**src/common/vdma_pkg.sv**
```systemverilog
// ~~~~~~~~~~~~~~~~~~~~~~~~~~~~~~
// video read dma constants and shared types
// pixel and beat geometry with axi payload structs
// ~~~~~~~~~~~~~~~~~~~~~~~~~~~~~~
`default_nettype none

package vdma_pkg;

    // pixel and beat geometry
    localparam int PIX_W          = 24;
    localparam int AXI_DW         = 192;
    localparam int PIX_PER_BEAT   = 8;
    localparam int PIX_IDX_W      = 3;
    localparam int BYTES_PER_BEAT = 24;

    // axi read channel
    localparam int ADDR_W = 29;
    localparam int LEN_W  = 9;
    localparam int ID_W   = 4;
    localparam logic [ID_W-1:0] READ_ID       = '0;
    // 32 byte lanes with only the low 24 bytes carrying pixels
    localparam logic [2:0]      AR_SIZE       = 3'b101;
    localparam logic [1:0]      AR_BURST_INCR = 2'b01;

    // burst shaping
    localparam int BURST_BEATS  = 8;
    localparam int MAX_R_BURSTS = 3;
    localparam int BURST_CNT_W  = 3;
    // beats per frame fit in 29 bits for 16 bit hactive and vactive
    localparam int BEAT_CNT_W   = 29;

    // beat fifo
    localparam int FIFO_DEPTH       = 32;
    localparam int FIFO_PTR_W       = 5;
    localparam int FIFO_LVL_W       = 6;
    localparam int ALMOST_EMPTY_LVL = 4;

    typedef logic [PIX_W-1:0]      pix_t;
    typedef logic [AXI_DW-1:0]     beat_t;
    typedef logic [FIFO_LVL_W-1:0] lvl_t;

    // burst request from control to the read master
    typedef struct packed {
        logic [LEN_W-1:0] len;
        logic             tail;
    } ar_req_t;

    // len carries the beat count of the burst
    typedef struct packed {
        logic [ID_W-1:0]   id;
        logic [ADDR_W-1:0] addr;
        logic [LEN_W-1:0]  len;
        logic [2:0]        size;
        logic [1:0]        burst;
    } axi_ar_t;

    typedef struct packed {
        logic [ID_W-1:0] id;
        beat_t           data;
        logic [1:0]      resp;
        logic            last;
    } axi_r_t;

endpackage

`default_nettype wire

```
**src/hw/destruct_data.sv**
```systemverilog
// ~~~~~~~~~~~~~~~~~~~~~~~~~~~~~~
// beat to pixel splitter
// ~~~~~~~~~~~~~~~~~~~~~~~~~~~~~~
`timescale 1ns/1ps
`default_nettype none

module destruct_data import vdma_pkg::*; (
    input  wire         clock,
    input  wire         rst_n,
    input  wire         frame_start,
    input  wire beat_t  fifo_dout,
    input  wire         fifo_empty,
    input  wire         pix_rd,
    output logic        fifo_rd,
    output pix_t        pix
);

    // current beat and next pixel within it
    beat_t                hold;
    logic                 hold_valid;
    logic [PIX_IDX_W-1:0] idx;
    logic                 last_pix;

    // final pixel of the held beat goes out this cycle
    assign last_pix = pix_rd && hold_valid && (idx == PIX_IDX_W'(PIX_PER_BEAT - 1));

    // refill when empty or emptying
    // nothing is popped in the flush cycle
    assign fifo_rd = !frame_start && !fifo_empty && (!hold_valid || last_pix);

    always_ff @(posedge clock) begin
        if (!rst_n) begin
            hold_valid <= 1'b0;
            idx        <= '0;
        end else if (frame_start) begin
            // drop any beat of the previous frame
            hold_valid <= 1'b0;
            idx        <= '0;
        end else if (fifo_rd) begin
            hold_valid <= 1'b1;
            idx        <= '0;
        end else if (last_pix) begin
            hold_valid <= 1'b0;
        end else if (pix_rd && hold_valid) begin
            idx <= idx + 1'b1;
        end
    end

    always_ff @(posedge clock) begin
        if (fifo_rd) begin
            hold <= fifo_dout;
        end
    end

    // pixel j sits at bits j*24 upward
    always_ff @(posedge clock) begin
        if (pix_rd) begin
            pix <= hold[PIX_W*idx +: PIX_W];
        end
    end

endmodule

`default_nettype wire

```
**config.mk**
```make
export PLATFORM = sky130hd
export DESIGN_NAME = destruct_data
export DESIGN_NICKNAME = d
export VERILOG_FILES = /design/src/common/vdma_pkg.sv /design/src/hw/destruct_data.sv
export SDC_FILE = /design/constraint.sdc
export NUM_CORES = 1
export LEC_CHECK = 0
export BUFFER_PORTS_ARGS = -buffer_cell sky130_fd_sc_hd__buf_2
export CORE_ASPECT_RATIO = 1.75
export CORE_UTILIZATION = 52
export DETAILED_ROUTE_END_ITERATION = 6
export GPL_ROUTABILITY_DRIVEN = 1
export MAX_ROUTING_LAYER = met4
export PLACE_DENSITY = 0.76
export SETUP_SLACK_MARGIN = 0.05
export SLEW_MARGIN = 20
export SYNTH_ARGS = -nofsm -noshare
export SYNTH_HDL_FRONTEND = slang
export SYNTH_SLANG_ARGS = --single-unit
```
**constraint.sdc**
```tcl
create_clock -name clock -period 20.4 [get_ports clock]
set_input_delay 1.02 -clock clock [delete_from_list [all_inputs] [get_ports clock]]
set_output_delay 1.02 -clock clock [all_outputs]
set_load 0.005 [all_outputs]
```
# Word level (Yosys, flattened, before mapping)
# Cells that the tools add are included.
totals:
  ff_bits: 220
  in_bits: 197
  out_inout_bits: 25
classes:
  add_sub_neg: 1
  n_mul: 1
  n_eq_ne: 1
  n_shift: 1
  n_mux: 2
  bitwise: 2
  n_reduce_logical: 12
ops:
  columns: ["cell", "count"]
  rows:
  - ["192-bit by 9-bit indexed part select with 24-bit output", 1]
  - ["2-bit by 3-bit multiplier with 5-bit output, first input constant", 1]
  - ["1-bit logical AND", 4]
  - ["3-bit by 1-bit adder with 3-bit output, second input constant", 1]
  - ["3-bit == test, second input constant", 1]
  - ["1-bit logical NOT", 3]
  - ["3-bit OR reduction", 1]
  - ["1-bit 2-to-1 mux", 2]
  - ["1-bit NOT", 2]
  - ["2-bit AND reduction", 1]
  - ["2-bit nonzero test", 1]
  - ["2-bit OR reduction", 1]
  - ["1-bit logical OR", 1]

# Longest topological paths before layout
logic_depth:
  word_depth: 5
  depth_mapped: 5
  ltp_nobuf: 5

# Worst setup path after synthesis
# OpenSTA, ideal clock, no wires.
synth_path:
  path_type: "input -> output"
  from: "in frame_start"
  to: "out fifo_rd"
  arrival_ns: 14.323
  t_required_ns: 19.380
  path_slack_ns: 5.057
  stages: 1
  path_cell_list: "nor3_1"
synth_via:
  elab_chain_len: 3
synth_rtl:
  columns: ["item", "line_no", "source"]
  rows:
  - ["from (decl)", "destruct_data.sv:10", "input wire frame_start,"]
  - ["1-bit logical NOT", "destruct_data.sv:29", "assign fifo_rd = !frame_start && !fifo_empty && (!hold_valid || last_pix);"]
  - ["1-bit logical AND (2 in a row)", "destruct_data.sv:29", null]
  - ["to (decl)", "destruct_data.sv:14", "output logic fifo_rd,"]
# Every way passes these cells.

# Worst setup path after layout
layout_path:
  from: "reg idx[0]"
  to: "out fifo_rd"
layout_via:
  elab_chain_len: 4
layout_rtl:
  columns: ["item", "line_no", "source"]
  rows:
  - ["from (decl)", "destruct_data.sv:21", "logic [PIX_IDX_W-1:0] idx;"]
  - ["from (signal assigned)", "destruct_data.sv:45", "idx <= idx + 1'b1;"]
  - ["3-bit == test", "destruct_data.sv:25", "assign last_pix = pix_rd && hold_valid && (idx == PIX_IDX_W'(PIX_PER_BEAT - 1));"]
  - ["1-bit logical AND", "destruct_data.sv:25", null]
  - ["1-bit logical OR", "destruct_data.sv:29", null]
  - ["1-bit logical AND", "destruct_data.sv:29", null]
# Every way passes these cells.

==> impl_metrics.py <==
metrics = {
    "yosys": {
        "ys_seq_elements": 220,
        "synth_compound_gate_area_share_pct": 0.2452,
        "synth-edff-count": 216,
        "synth-simple-area-share_pct": 0.3679,
        "yosys-mux-area-fraction_pct": 17.26,
        "synthXorXnorAreaFrac_pct": 0.1073,
        "async_reset_ff_share_pct": 0,
        "synth.area.top_cells": "edfxtp_1 (79%), mux4_2 (13%), mux2_2 (1.9%), mux2_4 (1.8%), dfxtp_1 (0.98%)",
        "syn_area_sq_um": 8163,
        "synth.top_cell.area_share_pct": 79.46,
        "synth_flop_cell": "edfxtp_1",
        "synth_cells": 321,
        "synth_top_family_by_area": "multiplexers",
        "avgSynthCellArea_sq_um": 25.43,
        "yosysSeqAreaShare_pct": 80.44,
        "synth_nets": 520,
        "synth.distinct_cells": 21,
        "ys_warn_count": 0,
        "yosys.cell_count.top_type": "edfxtp_1",
        "synth_area_leader_cell": "edfxtp_1",
        "yosys.area_share.adder_pct": 0.3066,
        "synthTopCellsByCount": "edfxtp_1 (216), mux4_2 (48), mux2_2 (14)",
    },
    "timing": {
        "tightest_slew_ns": 1.011,
        "final.period_utilization_pct": 21.21,
        "finalMaxSlewViolations": 0,
        "fmax_ghz": 0.2311,
        "hold_viol": 0,
        "finClkSkew_ns": 0.004977,
        "grt_setup_unrepaired": "no",
        "period_minus_slack_ns": 4.327,
        "slew_headroom_pct": 32.63,
        "tns_ns": 0,
        "setup_violations": 0,
    },
    "power": {
        "leakage_nw": 3.667,
        "power_mw": 0.9172,
        "ir_worst_vdd_v": 0.00008183,
        "pwr_density_cell_nw_per_um2": 90.92,
    },
    "clock_tree": {
        "clock_path_buffers": 3,
        "htree_levels": 1,
        "cts_sinks": 220,
        "clk_latency_ns": 0.48,
        "cts_resized": 0,
        "cts_buffers": 20,
        "clkSlewWorstSetupHoldPaths_ns": 0.07,
        "cts-root-buf": "clkbuf_16",
        "cts_tree": "done",
        "postCtsSetupBuffers": 0,
        "hold_buffers": 0,
    },
    "setup_path": {
        "startpoint": "idx[0]$_SDFFE_PP0P_",
        "cp.required_ns": 19.38,
        "crit_chain": "buf_16, ha_1, ha_1, a21boi_0, nor3_2, buf_12, buf_2",
        "cp_num_buf_inv": 3,
        "cp_max_fo": 193,
        "worstPathArrival_ns": 3.31,
        "critPathLaunchType": "flip-flop",
        "worst_setup_path_end_kind": "primary output",
        "crit_top_cell": "ha_1",
        "cp_slowest_stage_delay_ns": 0.73,
        "crit_type": "reg -> out",
        "reg2reg_from": "idx[0]$_SDFFE_PP0P_",
        "critPathTopFamily": "buffers and inverters",
        "crit_slowest_cell": "buf_12",
    },
    "routing": {
        "first_pass_iters": 4,
        "wl_mm": 15.40,
        "vias": 4042,
        "ant_nets": 0,
        "avgViaCountPerCell": 5.354,
        "drc": 0,
        "first_iter_violations": 221,
        "wl_per_cell_microns": 20.40,
    },
    "cells_and_area": {
        "nets": 752,
        "drive_gt1_share_pct": 57.24,
        "seq_area_sq_um": 6573,
        "n_fill_cell": 1012,
        "syn_to_final_growth_pct": 23.59,
        "multi_input_area_sq_um": 1498,
    },
    "die": {
        "design.die.area_sq_um": 16220,
        "chipWidth_microns": 96.71,
        "rows": 60,
        "die_h_microns": 167.7,
        "start_util_pct": 53.04,
        "top_level_ports": 222,
        "core_sq_um": 15390,
    },
    "global_route": {
        "antenna_found_initial": 3,
        "grt_pass1_wl_mm": 23.03,
        "grt_pass1_vias": 4493,
        "grt_max_degree": 194,
        "track_usage_pct": 19.46,
        "grt_overflow_total": 0,
    },
    "flow_run": {
        "drv_cap": 0,
    },
    "hold_path": {
        "hold_path.class": "reg -> reg",
        "hold_path.startpoint": "idx[1]$_SDFFE_PP0P_",
    },
    "place": {
        "place.gp.congestion": 0.7845,
        "hpwl_mm": 10.44,
        "port_buffers": 221,
    },
    "outcome": {
        "outcome": "complete, no violations",
    },
}
[flip-flops by register name, indices dropped and copies added, names as in the netlist]
signal      flops
pix            24
idx             3
hold_valid      1
hold          192
[cells by family after synthesis]
family,count (synthesis)
fa+ha+maj,2
simple gates,6
mux,74
xor+xnor,1
buf+inv,15
compound gates,3
flops,220
[final cells by class]
| class | instances | area share (%) |
|---|---|---|
| inverter | 1 | 0.03721 |
| multi-input combinational | 86 | 14.85 |
| clock inverter | 9 | 0.6821 |
| timing repair buffer | 224 | 11.51 |
| clock buffer | 26 | 5.395 |
| antenna | 3 | 0.07441 |
| tap | 186 | 2.307 |
| sequential | 220 | 65.15 |
[placed cells by master (no fill, tap or decap)]
master      count
buf_12          1
xor2_1          1
buf_4           1
clkbuf_16      21
dfxtp_4         1
clkinv_1        6
ha_1            2
mux2i_1         2
diode_2         3
nor2b_1         1
edfxtp_1      216
nor2_1          3
a21boi_0        1
clkinvlp_4      1
bufinv_16       1
mux2_4         10
clkbuf_1        5
buf_16          1
nand3b_1        1
inv_1           1
o21ai_0         1
dfxtp_1         1
inv_6           1
dfxtp_2         2
buf_2         221
o21a_1          1
nor3_2          1
mux4_2         48
mux2_2         14
[metrics by stage]
step                cell area (sq um)  setup WS, ns  util [%]  hold WS, ns  std cells
finish                          10090         16.07     65.55       0.6167        755
global placement                 9440         16.25     61.34       0.5730        716
detailed placement               9440         16.08     61.34       0.6001        716
CTS                             10050         15.77     65.33       0.6217        751
global route                    10090         15.78     65.55       0.6601        755
floorplan                        8163         5.057         -       0.5765        321
[path summary, 6_finish.rpt]
| check | cells after the start | end | slack (ns) |
|---|---|---|---|
| worst max-delay path | 7 | fifo_rd | 16.07 |
| worst min-delay path | 3 | idx[1]$_SDFFE_PP0P_ | 0.62 |
| worst max register to register | 6 | hold[43]$_DFFE_PP_ | 17.42 |
| worst min register to register | 3 | idx[1]$_SDFFE_PP0P_ | 0.62 |
[worst min-delay path: stages (launching register included)]
cell	delay [ns]
dfxtp_2	0.33
ha_1	0.12
mux2i_1	0.06
nor2_1	0.07
[power by group]
part / switching, mW / total (mW) / internal (mW)
clock network: 0.149 / 0.350 / 0.201
logic: 0.0198 / 0.0427 / 0.0229
registers: 0.00488 / 0.524 / 0.519
total: 0.174 / 0.917 / 0.743
[routing by layer]
layer / vias up / track usage, % / routed length (microns)
met4: 0 / 8.955 / 620
met1: 1997 / 19.53 / 5190
met5: - / - / 0
met3: 38 / 3.589 / 884
li1: 1832 / - / -
met2: 175 / 35.98 / 8708
Note: power is estimated with default switching activity, not from simulation.
