### src/common/vdma_pkg.sv
// ~~~~~~~~~~~~~~~~~~~~~~~~~~~~~~
// video read dma constants and shared types
// pixel and beat geometry with axi payload structs
// ~~~~~~~~~~~~~~~~~~~~~~~~~~~~~~
`default_nettype none

package vdma_pkg;

    // pixel and beat geometry
    localparam int PIX_W          = 24;
    localparam int AXI_DW         = 192;
    localparam int PIX_PER_BEAT   = 8;
    localparam int PIX_IDX_W      = 3;
    localparam int BYTES_PER_BEAT = 24;

    // axi read channel
    localparam int ADDR_W = 29;
    localparam int LEN_W  = 9;
    localparam int ID_W   = 4;
    localparam logic [ID_W-1:0] READ_ID       = '0;
    // 32 byte lanes with only the low 24 bytes carrying pixels
    localparam logic [2:0]      AR_SIZE       = 3'b101;
    localparam logic [1:0]      AR_BURST_INCR = 2'b01;

    // burst shaping
    localparam int BURST_BEATS  = 8;
    localparam int MAX_R_BURSTS = 3;
    localparam int BURST_CNT_W  = 3;
    // beats per frame fit in 29 bits for 16 bit hactive and vactive
    localparam int BEAT_CNT_W   = 29;

    // beat fifo
    localparam int FIFO_DEPTH       = 32;
    localparam int FIFO_PTR_W       = 5;
    localparam int FIFO_LVL_W       = 6;
    localparam int ALMOST_EMPTY_LVL = 4;

    typedef logic [PIX_W-1:0]      pix_t;
    typedef logic [AXI_DW-1:0]     beat_t;
    typedef logic [FIFO_LVL_W-1:0] lvl_t;

    // burst request from control to the read master
    typedef struct packed {
        logic [LEN_W-1:0] len;
        logic             tail;
    } ar_req_t;

    // len carries the beat count of the burst
    typedef struct packed {
        logic [ID_W-1:0]   id;
        logic [ADDR_W-1:0] addr;
        logic [LEN_W-1:0]  len;
        logic [2:0]        size;
        logic [1:0]        burst;
    } axi_ar_t;

    typedef struct packed {
        logic [ID_W-1:0] id;
        beat_t           data;
        logic [1:0]      resp;
        logic            last;
    } axi_r_t;

endpackage

`default_nettype wire

### src/hw/video_out_port.sv
// ~~~~~~~~~~~~~~~~~~~~~~~~~~~~~~
// native video output port
// ~~~~~~~~~~~~~~~~~~~~~~~~~~~~~~
`timescale 1ns/1ps
`default_nettype none

module video_out_port import vdma_pkg::*; (
    input  wire         clock,
    input  wire         rst_n,
    input  wire         in_vsync,
    input  wire         in_hsync,
    input  wire         in_de,
    input  wire pix_t   pix,
    output logic        frame_start,
    output logic        pix_rd,
    output logic        out_vsync,
    output logic        out_hsync,
    output logic        out_de,
    output pix_t        odata
);

    typedef struct packed {
        logic vsync;
        logic hsync;
        logic de;
    } sync_t;

    logic  vsync_q;
    sync_t sync_d1;
    sync_t sync_d2;

    // one pixel per active cycle
    assign pix_rd = in_de;

    always_ff @(posedge clock) begin
        if (!rst_n) begin
            vsync_q     <= 1'b0;
            frame_start <= 1'b0;
            sync_d1     <= '0;
            sync_d2     <= '0;
        end else begin
            vsync_q     <= in_vsync;
            // vsync rising edge
            frame_start <= in_vsync && !vsync_q;
            sync_d1     <= '{vsync: in_vsync, hsync: in_hsync, de: in_de};
            sync_d2     <= sync_d1;
        end
    end

    // pixel arrives one cycle after pix_rd and lines up with stage two
    always_ff @(posedge clock) begin
        odata <= pix;
    end

    assign out_vsync = sync_d2.vsync;
    assign out_hsync = sync_d2.hsync;
    assign out_de    = sync_d2.de;

endmodule

`default_nettype wire

### config.mk
export PLATFORM = sky130hd
export DESIGN_NAME = video_out_port
export DESIGN_NICKNAME = d
export VERILOG_FILES = /design/src/common/vdma_pkg.sv /design/src/hw/video_out_port.sv
export SDC_FILE = /design/constraint.sdc
export NUM_CORES = 1
export LEC_CHECK = 0
export BUFFER_PORTS_ARGS = -buffer_cell sky130_fd_sc_hd__buf_2
export CELL_PAD_IN_SITES_DETAIL_PLACEMENT = 1
export CELL_PAD_IN_SITES_GLOBAL_PLACEMENT = 1
export CORE_MARGIN = 4
export CORE_UTILIZATION = 23
export CTS_BUF_LIST = sky130_fd_sc_hd__clkbuf_4 sky130_fd_sc_hd__clkbuf_8 sky130_fd_sc_hd__clkbuf_16
export DETAILED_ROUTE_END_ITERATION = 12
export PLACE_DENSITY = 0.8
export RECOVER_POWER = 100
export SETUP_SLACK_MARGIN = 0.02
export SYNTH_ARGS = -nofsm -noshare
export SYNTH_HDL_FRONTEND = slang
export SYNTH_SLANG_ARGS = --single-unit
### constraint.sdc
create_clock -name clock -period 0.8 [get_ports clock]
set_input_delay 0.08 -clock clock [delete_from_list [all_inputs] [get_ports clock]]
set_output_delay 0.08 -clock clock [all_outputs]
set_load 0.05 [all_outputs]
# ---- Word-level counts from Yosys, hierarchy flattened
# Cells that the tools add are included.
dict set report totals {
  reg_bits 31
  out_inout_bits 29
}
dict set report classes {
  reduce_logical 2
}
# cell n
set op_table {}
lappend op_table {{1-bit logical AND} 1}
lappend op_table {{1-bit logical NOT} 1}

# ---- Depth between registers and ports, before layout
# Gate-level depths: netlist of the first run.
dict set report logic_depth {
  ltp_word 2
  ltp_mapped 1
  mapped_depth_nobuf 1
}

# ---- Worst setup path after synthesis of the first run
# No wires, ideal clock.
dict set report synth_timing {
  path_type {register to output}
  start {register frame_start}
  end {output port frame_start}
  t_arrival_ns 0.587
  t_required_ns 0.720
  path_slack_ns 0.133
  path_stages_with_launch 1
  path_buffers 0
  cell_sequence {dfxtp_1}
}
# element line_no
set synth_lines {}
lappend synth_lines {{start: declaration} video_out_port.sv:14} ;# output logic frame_start,
lappend synth_lines {{start signal: assignment} video_out_port.sv:44} ;# frame_start <= in_vsync && !vsync_q;
# No word-level cell between the ends.

# ---- Final worst setup path of the first run
dict set report layout_timing {
  start {register odata[23]}
  end {output port odata[23]}
}
# element line_no
set layout_lines {}
lappend layout_lines {{start: declaration} video_out_port.sv:19} ;# output pix_t odata
lappend layout_lines {{start signal: assignment} video_out_port.sv:52} ;# odata <= pix;
# No word-level cell between the ends.

==> flow_metrics.env, run 1 <==
export IMPL_outcome="finished, violations left"
export IMPL_violations="setup timing"
export IMPL_wl_um=2330
export IMPL_p_int_mw=2.52
export IMPL_drt_iter0_markers=5
export IMPL_num_antenna_cells=0
export IMPL_dieWidth_um=62.5
export IMPL_ioPinCount=58
export IMPL_synth_area_leader_cell="dfxtp_1"
export IMPL_synth_seq_cells=31
export IMPL_slowest_stage="dfxtp_2"
export IMPL_nets=158
export IMPL_syn_avg_cell_area_um2=17.5
export IMPL_tightest_slew_ns=0.276
export IMPL_htree_levels=2
export IMPL_row_count=19
export IMPL_routedWlPerCell_um=14.5
export IMPL_layout_common_cells="28 x dfxtp_2, 27 x dlygate4sd3_1, 27 x buf_2, 27 x buf_8"
export IMPL_cp_max_fo=1
export IMPL_cp_start_kind="flip-flop"
export IMPL_crit_chain="buf_8"
export IMPL_seq_area_um2=656
export IMPL_cts_buffer_depth=2
export IMPL_numCtsBuffers=5
export IMPL_grt_pass1_wl_um=3640
export IMPL_synthTopCellsByArea="dfxtp_1 91%, and2_2 6.6%, and3b_1 1.3%, buf_4 1.1%"
export IMPL_yosysSeqAreaShare_pct=91.0
export IMPL_placed_cells=126
export IMPL_max_freq_ghz=1.11
export IMPL_syn_instance_count=39
export IMPL_clk_latency_ns=0.31
export IMPL_cap_violations=0
export IMPL_power_density_nw_per_um2=2050
export IMPL_switching_share_pct=25.7
export IMPL_ant_nets=0
export IMPL_p_clk_share_pct=30.3
export IMPL_dpl_cell_area_um2=998
export IMPL_first_pass_iters=2
export IMPL_gp_congestion=0.607
export IMPL_grt_pass1_vias=704
export IMPL_synth_distinct_cells=4
export IMPL_worst_slew_margin_rel_pct=81.7
export IMPL_cp_end_kind="output pin"
export IMPL_fill_cells=278
export IMPL_viasPerCell=3.85
export IMPL_drc=0
export IMPL_drive_above_1_share_pct=75.4
export IMPL_netlist_area_um2=682
export IMPL_fin_total_pwr_mw=3.39
export IMPL_grt_usage_pct=13.1
export IMPL_cp_required_ns=0.72
export IMPL_finalHoldViolations=0
export IMPL_slowest_delay_ns=0.36
export IMPL_multi_input_area_um2=53.8
export IMPL_dp_slack_ns=0.162
export IMPL_finalNonFillerCells=161
export IMPL_top_layer_used="met4"
export IMPL_clk_pin_slew_ns=0.09
export IMPL_vias=620
export IMPL_coreArea_um2=2810
export IMPL_cts_sinks=31
export IMPL_yosysWarnings=0
export IMPL_die_area_um2=3900
export IMPL_p_leak_nw=0.761
export IMPL_power_switching_mw=0.871
export IMPL_synth_fp_nets=68
export IMPL_rsz0062_at_grt="true"
export IMPL_fin_crit_ns=0.902
export IMPL_setup_tns_ns=-2.10
export IMPL_overflow=0
export IMPL_ir_worst_vdd_uv=1100
export IMPL_final_common_cell="dfxtp_2"
export IMPL_wl_met2_um=1490
export IMPL_cp_top_family="flip-flops"
export IMPL_crit_type="reg2out"
export IMPL_port_buffers=57
export IMPL_fin_area_um2=1650
export IMPL_antenna_found_initial=0
export IMPL_fin_crit_sh_pct=113
export IMPL_path_buf_inv=1
export IMPL_die_h_um=62.5
export IMPL_power_frac_comb_pct=19.9
export IMPL_fin_ws_ns=-0.102
export IMPL_yosysTopAreaCellShare_pct=91.0
export IMPL_finClkSkew_ns=0.0102
export IMPL_cts_root_buf="clkbuf_4"
export IMPL_wl_met3_um=122
export IMPL_worstPathArrival_ns=0.82
export IMPL_wl_met1_um=659
export IMPL_slew_violations=0
export IMPL_grt_max_degree=10
export IMPL_min_path_type="in2reg"
export IMPL_seqPwrFrac_pct=49.8
export IMPL_cts_tree="built"
export IMPL_area_growth_pct=142
export IMPL_setup_viol=28
export IMPL_start_util_pct=24.3
## layer usage
| metal | GRT usage, % | up-vias |
|---|---|---|
| li1 | - | 297 |
| met1 | 10.4 | 294 |
| met2 | 26.4 | 25 |
| met3 | 3.96 | 4 |
| met4 | 9.09 | 0 |
| met5 | 0 | - |
## cells in the mapped netlist
library cell   n
and2_2         6
buf_4          1
and3b_1        1
dfxtp_1       31
## cells by family (layout without fill, tap and decap cells)
family	Yosys count	count (layout)	share of synthesized area [%]
simple gates	7	7	7.89
buf+inv	1	92	1.10
flops	31	31	91.0
## what timing repair did
item / in CTS / in global routing
setup endpoints to repair: 28 / 28
cloned: 0 / 0
buffers inserted: 0 / 0
gates resized for setup: 98 / 13
endpoints found under the hold margin: 27 / 0
hold buffers: 27 / 0
pin swaps: 0 / 0
## registers in the layout, indices dropped and copies added, names as in the netlist
| name | cells |
|---|---|
| frame_start | 1 |
| odata | 24 |
| out_de | 1 |
| out_hsync | 1 |
| out_vsync | 1 |
| sync_d1 | 3 |
## power groups by stage
| stage | Clock [mW] | Combinational, mW | Sequential [mW] |
|---|---|---|---|
| finish | 1.03 | 0.675 | 1.69 |
| global route | 1.16 | 0.701 | 1.70 |
| global placement | 0 | 0.425 | 1.67 |
| CTS | 1.06 | 0.648 | 1.68 |
| detailed placement | 0 | 0.430 | 1.68 |
| floorplan | 0 | 0.0268 | 1.94 |
## path summary, 6_finish.rpt
kind	from	endpoint	slack, ns	depth (start not counted)
worst min-delay path	rst_n	sync_d1[1]$_SDFF_PN0_	0.06	2
worst max register to register	sync_d1[1]$_SDFF_PN0_	out_hsync$_SDFF_PN0_	0.20	1
worst min register to register	sync_d1[0]$_SDFF_PN0_	out_de$_SDFF_PN0_	0.46	1
worst max-delay path	odata[23]$_DFF_P_	odata[23]	-0.10	1
## area by class of cell
| class | count | area share, % |
|---|---|---|
| Timing Repair Buffer | 84 | 50.3 |
| Tap cell | 31 | 2.35 |
| Sequential cell | 31 | 39.7 |
| Multi-Input combinational cell | 7 | 3.26 |
| Clock buffer | 8 | 4.39 |
## metrics by stage
step | util (%) | hold slack (ns)
2_1_floorplan | - | 0.108
3_3_place_gp | 35.6 | 0.183
5_1_grt | 58.9 | 0.0581
4_1_cts | 57.2 | 0.0413
3_5_place_dp | 35.6 | 0.184
6_report | 58.9 | 0.0557
No activity file was read; power rests on OpenSTA's default activity.
==> run 2, diff against run 1 <==
==> constraint.sdc (replaced) <==
create_clock -name clock -period 0.8 [get_ports clock]
set_input_delay 0.2 -clock clock [delete_from_list [all_inputs] [get_ports clock]]
set_output_delay 0.2 -clock clock [all_outputs]
set_load 0.05 [all_outputs]
==> run 2 against run 1 <==
Compared with the run above:
- the flow still finishes with violations (setup timing)
- wire length increased by 8.6%
- clock power decreased by 13%
- flip-flop and latch count unchanged
- register-to-register slack got worse by 0.04 ns
- critical endpoint is now odata[1]
- largest cell class unchanged
- highest routed layer unchanged
==> flow_metrics.env, run 2 (synthesis gave the netlist of run 1 again) <==
export IMPL_outcome="finished, violations left"
export IMPL_violations="setup timing"
export IMPL_rrSetupSlack_ns=0.16
export IMPL_crit_end="odata[1]"
export IMPL_path_buf_inv=1
export IMPL_crit_chain="buf_8"
export IMPL_r2r_end="frame_start$_SDFF_PN0_"
export IMPL_drive_above_1_share_pct=74.8
export IMPL_finClkSkew_ns=0.00303
export IMPL_fin_ws_ns=-0.213
export IMPL_slew_violations=0
export IMPL_top_register="odata"
export IMPL_overflow=0
export IMPL_die_h_um=62.5
export IMPL_cp_start_kind="flip-flop"
export IMPL_area_growth_pct=134
export IMPL_grt_usage_pct=13.8
export IMPL_finalHoldViolations=0
export IMPL_largest_registers="odata x24, sync_d1 x3"
export IMPL_r2r_start="sync_d1[2]$_SDFF_PN0_"
export IMPL_htree_levels=2
export IMPL_coreArea_um2=2810
export IMPL_cts_tree="built"
export IMPL_busiest_layer="met2"
export IMPL_crit_type="reg2out"
export IMPL_grt_pass1_vias=734
export IMPL_tightest_slew_ns=0.276
export IMPL_ioPinCount=58
export IMPL_viasPerCell=3.89
export IMPL_clk_pin_slew_ns=0.10
export IMPL_setup_viol=28
export IMPL_wl_um=2530
export IMPL_worstPathArrival_ns=0.81
export IMPL_cp_max_fo=1
export IMPL_finalNonFillerCells=158
export IMPL_cp_top_family="flip-flops"
export IMPL_setup_tns_ns=-5.48
export IMPL_grt_max_degree=10
export IMPL_cap_violations=0
export IMPL_antenna_found_initial=0
export IMPL_largest_reg_flops=24
export IMPL_drc=0
export IMPL_start_util_pct=24.3
export IMPL_cts_root_buf="clkbuf_4"
export IMPL_worst_slew_margin_rel_pct=81.7
export IMPL_clk_latency_ns=0.31
export IMPL_cp_required_ns=0.60
export IMPL_dpl_hpwl_um=1320
export IMPL_fill_cells=283
export IMPL_numCtsBuffers=5
export IMPL_placed_cells=126
export IMPL_ff2ff_path_depth=1
export IMPL_first_pass_iters=2
export IMPL_cts_sinks=31
export IMPL_cp_num_cells=1
export IMPL_layout_common_cells="28 x dfxtp_2, 26 x buf_8, 24 x dlygate4sd3_1, 24 x buf_2, 7 x clkbuf_4"
export IMPL_max_freq_ghz=0.987
export IMPL_cts_buffer_depth=2
export IMPL_p_leak_nw=0.734
export IMPL_grt_pass1_wl_um=3870
export IMPL_critPathLaunch="odata[1]$_DFF_P_"
export IMPL_gr_usage_met3_pct=7.37
export IMPL_grtUsageMet2_pct=26.5
export IMPL_ir_worst_vdd_uv=910
export IMPL_final_common_cell="dfxtp_2"
export IMPL_drt_iter0_markers=5
export IMPL_num_antenna_cells=0
export IMPL_nets=155
export IMPL_gp_congestion=0.618
export IMPL_slowest_stage="dfxtp_2"
export IMPL_power_density_nw_per_um2=2040
export IMPL_slowest_delay_ns=0.35
export IMPL_cp_end_kind="output pin"
export IMPL_row_count=19
export IMPL_grt_util_met1_pct=11.1
export IMPL_vias=614
export IMPL_fin_crit_sh_pct=127
export IMPL_ant_nets=0
export IMPL_port_buffers=57
export IMPL_rsz0062_at_grt="true"
export IMPL_min_path_type="in2reg"
export IMPL_dieWidth_um=62.5
export IMPL_fin_crit_ns=1.01
export IMPL_routedWlPerCell_um=16.0
export IMPL_die_area_um2=3900
==> run 2: layout make-up <==
cell class / count / area [um^2] / area share [%]
Sequential cell: 31 / 656 / 41.0
Tap cell: 31 / 38.8 / 2.43
Timing Repair Buffer: 81 / 793 / 49.6
Clock buffer: 7 / 52.6 / 3.29
Multi-Input combinational cell: 7 / 53.8 / 3.36
Clock inverter: 1 / 5.00 / 0.313
==> run 2: worst min path at each step <==
stage,startpoint,endpoint,slack (ns),cells past startpoint
floorplan,pix[0],odata[0]$_DFF_P_,0.23,0
global placement,pix[3],odata[3]$_DFF_P_,0.30,1
detailed placement,pix[10],odata[10]$_DFF_P_,0.30,1
CTS,in_hsync,sync_d1[1]$_SDFF_PN0_,0.09,2
global route,in_hsync,sync_d1[1]$_SDFF_PN0_,0.08,2
finish,in_hsync,sync_d1[1]$_SDFF_PN0_,0.11,2
==> run 2: stage by stage <==
step / util (%) / hold WS, ns / cell area (um^2) / total power, mW / worst slack, ns
after floorplan: - / 0.228 / 717 / 1.98 / 0.146
after global placement: 36.8 / 0.303 / 1030 / 2.11 / 0.0617
after detailed placement: 36.8 / 0.304 / 1030 / 2.12 / 0.0502
after CTS: 55.7 / 0.0892 / 1560 / 3.24 / -0.219
after global routing: 57.0 / 0.0831 / 1600 / 3.41 / -0.260
final: 57.0 / 0.105 / 1600 / 3.26 / -0.213
==> run 2: routing by layer <==
metal | share of wire, % | vias up
met1 | 30 | 281
met3 | 8.1 | 6
li1 | - | 291
met2 | 60 | 36
met4 | 2.0 | 0
met5 | 0 | -
==> run 2: repair_timing <==
action                                 in CTS  in global routing
pin swaps                                   0                  0
endpoints found under the hold margin      24                  0
buffers inserted                            0                  0
gates resized for setup                    71                 11
hold buffers                               24                  0
setup endpoints to repair                  28                 28
==> run 2: power breakdown <==
part	switching, mW	leakage [nW]	internal (mW)	total [mW]
Clock	0.487	0.0361	0.410	0.897
Combinational	0.350	0.435	0.321	0.670
Sequential	0.0509	0.262	1.64	1.69
Total	0.887	0.734	2.37	3.26
