<file path="src/common/vdma_pkg.sv">
// ~~~~~~~~~~~~~~~~~~~~~~~~~~~~~~
// video read dma constants and shared types
// pixel and beat geometry with axi payload structs
// ~~~~~~~~~~~~~~~~~~~~~~~~~~~~~~
`default_nettype none

package vdma_pkg;

    // pixel and beat geometry
    localparam int PIX_W          = 24;
    localparam int AXI_DW         = 192;
    localparam int PIX_PER_BEAT   = 8;
    localparam int PIX_IDX_W      = 3;
    localparam int BYTES_PER_BEAT = 24;

    // axi read channel
    localparam int ADDR_W = 29;
    localparam int LEN_W  = 9;
    localparam int ID_W   = 4;
    localparam logic [ID_W-1:0] READ_ID       = '0;
    // 32 byte lanes with only the low 24 bytes carrying pixels
    localparam logic [2:0]      AR_SIZE       = 3'b101;
    localparam logic [1:0]      AR_BURST_INCR = 2'b01;

    // burst shaping
    localparam int BURST_BEATS  = 8;
    localparam int MAX_R_BURSTS = 3;
    localparam int BURST_CNT_W  = 3;
    // beats per frame fit in 29 bits for 16 bit hactive and vactive
    localparam int BEAT_CNT_W   = 29;

    // beat fifo
    localparam int FIFO_DEPTH       = 32;
    localparam int FIFO_PTR_W       = 5;
    localparam int FIFO_LVL_W       = 6;
    localparam int ALMOST_EMPTY_LVL = 4;

    typedef logic [PIX_W-1:0]      pix_t;
    typedef logic [AXI_DW-1:0]     beat_t;
    typedef logic [FIFO_LVL_W-1:0] lvl_t;

    // burst request from control to the read master
    typedef struct packed {
        logic [LEN_W-1:0] len;
        logic             tail;
    } ar_req_t;

    // len carries the beat count of the burst
    typedef struct packed {
        logic [ID_W-1:0]   id;
        logic [ADDR_W-1:0] addr;
        logic [LEN_W-1:0]  len;
        logic [2:0]        size;
        logic [1:0]        burst;
    } axi_ar_t;

    typedef struct packed {
        logic [ID_W-1:0] id;
        beat_t           data;
        logic [1:0]      resp;
        logic            last;
    } axi_r_t;

endpackage

`default_nettype wire

</file>
<file path="src/hw/axi_read/axi_read_master.sv">
// ~~~~~~~~~~~~~~~~~~~~~~~~~~~~~~
// axi read master with frame address generation
// AR channel driver and R beat acceptance
// ~~~~~~~~~~~~~~~~~~~~~~~~~~~~~~
`timescale 1ns/1ps
`default_nettype none

module axi_read_master import vdma_pkg::*; (
    input  wire              clock,
    input  wire              rst_n,
    input  wire              frame_start,
    input  wire [ADDR_W-1:0] baseaddr,
    input  wire ar_req_t     req,
    input  wire              req_valid,
    input  wire              arready,
    input  wire axi_r_t      r,
    input  wire              rvalid,
    output logic             ar_idle,
    output axi_ar_t          ar,
    output logic             arvalid,
    output logic             rready,
    output logic             beat_wr,
    output beat_t            beat
);

    // address of the next burst in the frame
    logic [ADDR_W-1:0]      next_addr;
    // bursts accepted on AR whose rlast is still to come
    logic [BURST_CNT_W-1:0] r_bursts;
    // bursts of an abandoned frame still to drain
    logic [BURST_CNT_W-1:0] stale;
    logic                   tail_seen;
    logic                   ar_done;
    logic                   r_end;

    // space is reserved before each request so R is never stalled
    assign rready = 1'b1;

    assign ar_done = arvalid && arready;
    assign r_end   = rvalid && rready && r.last;

    // no pending AR and room for one more burst on R
    assign ar_idle = !arvalid && (r_bursts < BURST_CNT_W'(MAX_R_BURSTS));

    // beats of an old frame are dropped
    assign beat_wr = rvalid && rready && (stale == '0) && !frame_start;
    assign beat    = r.data;

    always_ff @(posedge clock) begin
        if (!rst_n) begin
            arvalid   <= 1'b0;
            next_addr <= '0;
            r_bursts  <= '0;
            stale     <= '0;
            tail_seen <= 1'b0;
        end else begin
            if (req_valid) begin
                arvalid <= 1'b1;
            end else if (ar_done) begin
                arvalid <= 1'b0;
            end

            // frame base wins over the running address
            if (frame_start) begin
                next_addr <= baseaddr;
            end else if (req_valid) begin
                next_addr <= next_addr + ADDR_W'(req.len * BYTES_PER_BEAT);
            end

            r_bursts <= r_bursts + BURST_CNT_W'(ar_done) - BURST_CNT_W'(r_end);

            // everything in flight at frame start belongs to the old frame
            if (frame_start) begin
                stale <= r_bursts + BURST_CNT_W'(arvalid) + BURST_CNT_W'(req_valid)
                         - BURST_CNT_W'(r_end);
            end else if (r_end && (stale != '0)) begin
                stale <= stale - 1'b1;
            end

            if (frame_start) begin
                tail_seen <= 1'b0;
            end else if (req_valid && req.tail) begin
                tail_seen <= 1'b1;
            end
        end
    end

    // AR payload captured with the request and held until accepted
    always_ff @(posedge clock) begin
        if (req_valid) begin
            ar <= '{id: READ_ID, addr: next_addr, len: req.len,
                    size: AR_SIZE, burst: AR_BURST_INCR};
        end
    end

    // AR payload holds steady under back-pressure
    a_ar_hold: assert property (@(posedge clock) disable iff (!rst_n)
        arvalid && !arready |=> arvalid && $stable(ar));

    // a tail burst closes the frame
    a_tail_last: assert property (@(posedge clock) disable iff (!rst_n)
        req_valid |-> !tail_seen);

endmodule

`default_nettype wire

</file>
<file path="config.mk">
export PLATFORM = sky130hd
export DESIGN_NAME = axi_read_master
export DESIGN_NICKNAME = d
export VERILOG_FILES = /design/src/common/vdma_pkg.sv /design/src/hw/axi_read/axi_read_master.sv
export SDC_FILE = /design/constraint.sdc
export NUM_CORES = 1
export LEC_CHECK = 0
export BUFFER_PORTS_ARGS = -buffer_cell sky130_fd_sc_hd__buf_2
export CAP_MARGIN = 20
export CORE_AREA = 5 5 186 188
export DETAILED_ROUTE_END_ITERATION = 16
export DIE_AREA = 0 0 191 193
export GPL_TIMING_DRIVEN = 0
export PLACE_DENSITY_LB_ADDON = 0.3
export REMOVE_ABC_BUFFERS = 1
export SLEW_MARGIN = 20
export SYNTH_ARGS = -nofsm -noshare
export SYNTH_HDL_FRONTEND = slang
export SYNTH_SLANG_ARGS = --single-unit
export TNS_END_PERCENT = 5
</file>
<file path="constraint.sdc">
create_clock -name clock -period 4.3 [get_ports clock]
set_input_delay 0.645 -clock clock [delete_from_list [all_inputs] [get_ports clock]]
set_output_delay 0.645 -clock clock [all_outputs]
set_load 0.02 [all_outputs]
</file>
======== After elaboration in Yosys (flattened, before gate mapping) ========
Cells that the tools add are included.
storage, ports and cells
  output and inout port bits .............. 243
  bits of input ports ..................... 244
  register bits after elaboration ......... 74
cells by class
  $mul .................................... 1
  $add $sub $neg .......................... 7
  reductions and logical operators ........ 13
  mux-type cells .......................... 6
  $lt $le $gt $ge ......................... 1
operators with widths
  operator                number
  $mux W29                2
  $add A29 B14 Y29        1
  $mul A9 B2 Y11 const B  1
  $add A3 B1 Y3           3
  $logic_and A1 B1 Y1     6
  $mux W3                 2
  $reduce_bool A2 Y1      3
  $sub A3 B1 Y3           2
  $logic_not A3 Y1        1
  $lt A3 B2 Y1 const B    1
  $reduce_bool A3 Y1      1
  $sub A3 B1 Y3 const B   1
  $logic_not A1 Y1        2
  $mux W1                 2

======== Longest topological paths before layout ========
Gate-level depths: netlist of run 1.
  word-level depth ........................ 4
  depth in mapped cells ................... 17
  mapped depth without buffers ............ 16

======== Worst setup path before layout of run 1 ========
OpenSTA, ideal clock, no wires.
  kind .................................... input -> register
  start ................................... input port req[1] in the netlist's numbering
  end ..................................... register next_addr[28]
  arrival ................................. 3.438 ns
  path buffers ............................ 0
  library setup time ...................... 0.133 ns
  setup slack ............................. 0.730 ns
  stages .................................. 16
  cells stage by stage .................... ha_1 > inv_1 > fa_1 > inv_1 > a21o_1 > a21oi_1 > a2bb2oi_1 > a221oi_1 > xor2_1 > ha_1 > and3_4 > and4_4 > a211oi_4 > nand4b_1 > xor2_1 > a21oi_1
on the way
  cells in the longest elaborated chain, start to end .. 4
RTL lines
  element                 RTL line               source
  start: declaration      axi_read_master.sv:13  input wire ar_req_t req,
  $mul A9 B2 Y11          axi_read_master.sv:67  next_addr <= next_addr + ADDR_W'(req.len * BYTES_PER_BEAT);
  $add A29 B14 Y29        axi_read_master.sv:67
  $mux W29                axi_read_master.sv:66  end else if (req_valid) begin
  $mux W29                axi_read_master.sv:64  if (frame_start) begin
  end signal: assignment  axi_read_master.sv:65  next_addr <= baseaddr;
  end signal: assignment  axi_read_master.sv:67
  end: declaration        axi_read_master.sv:27  logic [ADDR_W-1:0] next_addr;
Every way passes these cells. The select of a mux whose other input is x is not followed.
A chain may end at the register's enable or synchronous reset.

======== Worst setup path in the final report of run 1 ========
Same ends and word-level chain as after synthesis.

==> results of run 1 <==
==> metrics by stage <==
step | std cells | setup slack (ps) | TNS (ps)
after CTS | 895 | 356.2 | 0
after global routing | 895 | 126.2 | 0
final | 895 | 351.4 | 0
after floorplan | 345 | 720.2 | 0
after global placement | 878 | -61.48 | -61.48
after detailed placement | 879 | -6.575 | -6.575
==> worst min-delay path by stage <==
stage | to | slack [ps] | cells after the start
finish | ar[16] | 430 | 0
global route | ar[14] | 450 | 0
CTS | ar[16] | 430 | 0
detailed placement | ar[16] | 420 | 0
global placement | ar[16] | 410 | 0
floorplan | ar[14] | 410 | 0
==> flip-flops by register name (all words and copies together), names as in the netlist <==
signal	cells
r_bursts	3
ar	38
stale	3
arvalid	1
next_addr	29
==> area by class of cell <==
class                   instances  area [um2]
clock buffers                  12       256.5
multi-input cells             251        1869
flip-flops and latches         74        1862
clock inverters                 4       26.28
inverters                      20       75.07
repair buffers                 86       447.9
fillers                      3721       27850
well taps                     448       560.5
==> worst max-delay path, delay by kind of cell <==
family	cells	cell delay [ps]
compound gates	6	1360
buf+inv	3	250
simple gates	3	600
xor+xnor	2	380
fa+ha+maj	3	890
==> kinds of logic after synthesis <==
| family | Yosys count | share of synthesized area [%] |
|---|---|---|
| mux | 11 | 2.058 |
| compound gates | 84 | 10.08 |
| xor+xnor | 35 | 5.730 |
| fa+ha+maj | 32 | 8.185 |
| other cells | 2 | 0.1404 |
| buf+inv | 236 | 30.82 |
| simple gates | 79 | 8.185 |
| flops | 74 | 34.80 |
==> layout by cell type (no fill, tap or decap), types with 4 or more instances in the layout <==
master / n
dfxtp_1: 36
inv_1: 19
o21ai_0: 16
mux2i_1: 11
ha_1: 27
xor2_1: 14
nand2_1: 21
nand3_1: 11
a21o_1: 8
and2_1: 5
fa_1: 5
a21oi_1: 30
o21ai_1: 8
nor2b_1: 9
edfxtp_1: 38
o211a_1: 4
conb_1: 10
nor2_1: 12
clkbuf_16: 9
buf_2: 84
xnor2_1: 21
==> power by group <==
group	leakage [nW]	internal, mW	total [mW]	switching (mW)
sequential	0.683	0.812	0.852	0.0401
combinational	1.25	0.212	0.525	0.313
clock	0.139	0.422	0.761	0.339
==> layer usage <==
layer	track usage (%)	vias to the layer above
li1	-	1421
met1	9.626	1526
met2	54.46	539
met3	41.74	59
met4	12.10	14
met5	7.294	-
==> results.cfg, run 1 <==
[worst_setup_path]
cp-startpoint = req[1]
cp_max_fo = 8
rr_endpoint = next_addr[21]
ff2ff_setup_slack_ps = 1730
cp_slowest_cell = a211oi_4
cp.arrival_ps = 4150
endpoint_kind = register
endpoint = next_addr[28]
worstPathCellList = buf_2 -> ha_1 -> inv_1 -> fa_1 -> inv_1 -> a21o_1 -> a21oi_1 -> a2bb2oi_1 -> a221oi_1 -> xor2_1 -> ha_1 -> and3_4 -> and4_4 -> a211oi_4 -> nand4b_1 -> xor2_1 -> a21oi_1
reg2regPathDepth = 8
timing.rr.start = next_addr[3]
required_ps = 4500
start_kind = input port
cpPeakStageDelay_ps = 570
critical_path_class = in -> reg

[cts]
cts_resized = 0
htree_levels = 3
numCtsBuffers = 9
cts_root_buf = clkbuf_16
clock_insertion_delay_worst_skew_ps = 360
clock_path_buffers = 2
clock_sinks = 74
cts_setup_buffers = 0
cts_hold_buf = 0
cts_tree = built
clk_pin_slew_worst_paths_ps = 60

[timing]
grt_setup_unrepaired = no
min_period_ps = 3949
fin_skew_ps = 6.571
max_freq_mhz = 253.3
maxSlewViolCount = 0
setup_violations = 0
holdWs_ps = 434.1
hold_viol = 0
worstMarginPinSlew_ps = 898.7
post-route-period-util_pct = 91.83
slew_headroom_pct = 40.00

[die]
rows = 67
ios = 487
coreArea_um2 = 32950
die-area_um2 = 36860
die_y_um = 193
die_w_um = 191
initial_utilization_pct = 16.24

[detailed_routing]
dr_wl_met3_um = 16300
met2WireLength_um = 29130
top_layer = met5
vias_per_cell = 3.977
via_count = 3559
wire_per_inst_um = 62.19
ant_nets = 0
dr.pass1.iters = 4
drt-total-wl_um = 55660
drc = 0
wl_met1_um = 7133
drt-initial-drc-count = 240

[yosys]
synth_edf_count = 38
synth_flop_cell = edfxtp_1
netlist_instances = 553
yosysTopAreaCell = buf_4
synth_cell_types = 47
synth_top_area_share_pct = 28.48
async_flop_share_pct = 0
synth_common_cells = buf_4 (203), edfxtp_1 (38), dfxtp_1 (36)
yosysMostFrequentCell = buf_4
syn-mean-instance-area_um2 = 9.675
ys_seq_area_share_pct = 34.80
synth-warning-count = 0
synthTopCellsByArea = buf_4 (28%), edfxtp_1 (21%), dfxtp_1 (13%)
postSynthRegisterBits = 74
syn_area_um2 = 5350

[final_layout]
finish.utilization_pct = 15.47
postLayoutCellArea_um2 = 5097
drive_gt1_share_pct = 25.73
area_growth_pct = -4.724
nets = 718
diodes = 0

[placement]
post_dp_cell_area_um2 = 4815
gp_congestion = 1.157
io_buffers = 85
dp_hpwl_um = 51920

[power]
finalPower_mw = 2.137
p_leak_nw = 2.073
vdd_drop_max_mv = 0.1920
power.density_nw_per_um2 = 419.3

[grt]
grt_pass1_wl_um = 62210
grt_overflow = 0
grt_usage_pct = 29.13
grt_max_degree = 47
first_global_vias = 3228
antenna_found_initial = 0

[hold_path]
hold_path_class = reg -> reg
hold_start = next_addr[2]

[flow_run]
maxCapViolCount = 0

[run_status]
status = complete, no violations
Note: power is estimated with default switching activity, not from simulation.
==> run 2: changes to the inputs <==
- SETUP_SLACK_MARGIN: default -> 0.4
==> results.cfg, run 2 (synthesis results as in run 1) <==
[final_layout]
multi_input_area_um2 = 1876
area_growth_pct = -4.233
final_cell_mix = buf_2 (84), edfxtp_1 (38), dfxtp_1 (36)
diodes = 0
postLayoutCellArea_um2 = 5124
nets = 719
n_fill_cell = 3721
drive_gt1_share_pct = 26.12
top_regs = ar: 38 flops, next_addr: 29 flops
largest_reg_flops = 38
ff_latch_area_um2 = 1862
top_register = ar
layout_commonest_cell = buf_2

[timing]
min_period_ps = 3728
holdWs_ps = 434.1
grt_setup_unrepaired = yes
max_freq_mhz = 268.2
tns_ps = 0
slew_headroom_pct = 40.21
hold_viol = 0
fin_skew_ps = 7.567
worstMarginPinSlew_ps = 895.5
post-route-period-util_pct = 86.70
setup_slack_ps = 572.1
maxSlewViolCount = 0
setup_violations = 0

[power]
seqPwrFrac_pct = 39.6
p_leak_nw = 2.084
vdd_drop_max_mv = 0.1957
power.density_nw_per_um2 = 419.4
p_int_mw = 1.453
p_sw_uw = 695.5
clock_power_share_pct = 35.4
combPwrFrac_pct = 25.0
switching_share_pct = 32.37
finalPower_mw = 2.149

[detailed_routing]
drt-initial-drc-count = 274
via_count = 3593
ant_nets = 0
drc = 0
dr.pass1.iters = 4
vias_per_cell = 4.010
wire_per_inst_um = 62.13
drt-total-wl_um = 55670

[die]
ios = 487
rows = 67
die_y_um = 193
initial_utilization_pct = 16.24
die_w_um = 191
die-area_um2 = 36860
coreArea_um2 = 32950

[cts]
cts_tree = built
clk_pin_slew_worst_paths_ps = 60
numCtsBuffers = 9
clock_insertion_delay_worst_skew_ps = 370
clock_path_buffers = 2
cts_root_buf = clkbuf_16
htree_levels = 3
clock_sinks = 74
cts_hold_buf = 0

[worst_setup_path]
start_kind = input port
cp_slowest_cell = ha_1
critical_path_class = in -> reg
cpPeakStageDelay_ps = 350
crit_family = compound AO/OA/AOI/OAI gates
worstPathCellList = buf_2 -> ha_1 -> inv_1 -> fa_1 -> inv_1 -> a21o_1 -> a21oi_1 -> a2bb2oi_1 -> nor2b_1 -> xnor2_1 -> ha_1 -> a21oi_1 -> a21boi_2 -> a211oi_4 -> buf_12 -> nand4b_1 -> xor2_1 -> a21oi_1
required_ps = 4510
endpoint_kind = register
crit_buf_inv = 4
cp_max_fo = 8
cpMostUsedCell = a21oi_1
cp.arrival_ps = 3940

[grt]
grt_pass1_wl_um = 62210
grt_max_degree = 47
antenna_found_initial = 1
grt_overflow = 0
first_global_vias = 3236
grt_usage_pct = 29.15

[placement]
post_dp_cell_area_um2 = 4815
dpl_worst_slack_ps = -6.575
dp_hpwl_um = 51920
gp_congestion = 1.157
io_buffers = 85

[flow_run]
maxCapViolCount = 0

[run_status]
status = complete, no violations

[hold_path]
hold_path_class = reg -> reg
==> run 2: cell count changes in the layout (fill, tap and decap cells not counted), sizes merged <==
cell	delta
buf	+1
==> run 2: timing repair <==
action                                  in CTS  in global routing
setup buffers                                1                  0
endpoints found under the setup margin       1                  8
gates resized for setup                      0                  1
pin swaps                                    1                  0
==> run 2: routing by layer <==
| metal | up-vias | track usage (%) | share of wire (%) |
|---|---|---|---|
| met3 | 66 | 41.65 | 29 |
| met1 | 1565 | 9.902 | 13 |
| met4 | 12 | 10.88 | 5.3 |
| met5 | - | 6.366 | 0.62 |
| li1 | 1425 | - | - |
| met2 | 525 | 54.94 | 52 |
==> run 2: power by group through the flow <==
stage | clock, mW | sequential (mW) | combinational [mW]
after floorplan | 0 | 0.895 | 0.326
after global placement | 0 | 0.867 | 0.524
after detailed placement | 0 | 0.867 | 0.524
after CTS | 0.781 | 0.852 | 0.538
after global routing | 0.806 | 0.859 | 0.593
final | 0.761 | 0.852 | 0.536
==> run 2: cell type report <==
type | instances | area share (%)
Clock buffer | 12 | 5.006
Multi-Input combinational cell | 251 | 36.61
Inverter | 20 | 1.465
Timing Repair Buffer | 87 | 9.133
Tap cell | 448 | 10.94
Sequential cell | 74 | 36.34
Clock inverter | 4 | 0.5128
==> run 2: path summary, 6_finish.rpt <==
path | from | endpoint | slack (ps) | cells past startpoint
max | req[1] | next_addr[28] | 570 | 18
min reg2reg | next_addr[2] | ar[16] | 430 | 0
min | next_addr[2] | ar[16] | 430 | 0
max reg2reg | next_addr[3] | next_addr[21] | 1710 | 8
==> run 2: per-stage QoR <==
| step | util (%) | std cells |
|---|---|---|
| after floorplan | - | 345 |
| after global placement | 14.55 | 878 |
| after detailed placement | 14.61 | 879 |
| after CTS | 15.53 | 896 |
| after global routing | 15.55 | 896 |
| final | 15.55 | 896 |
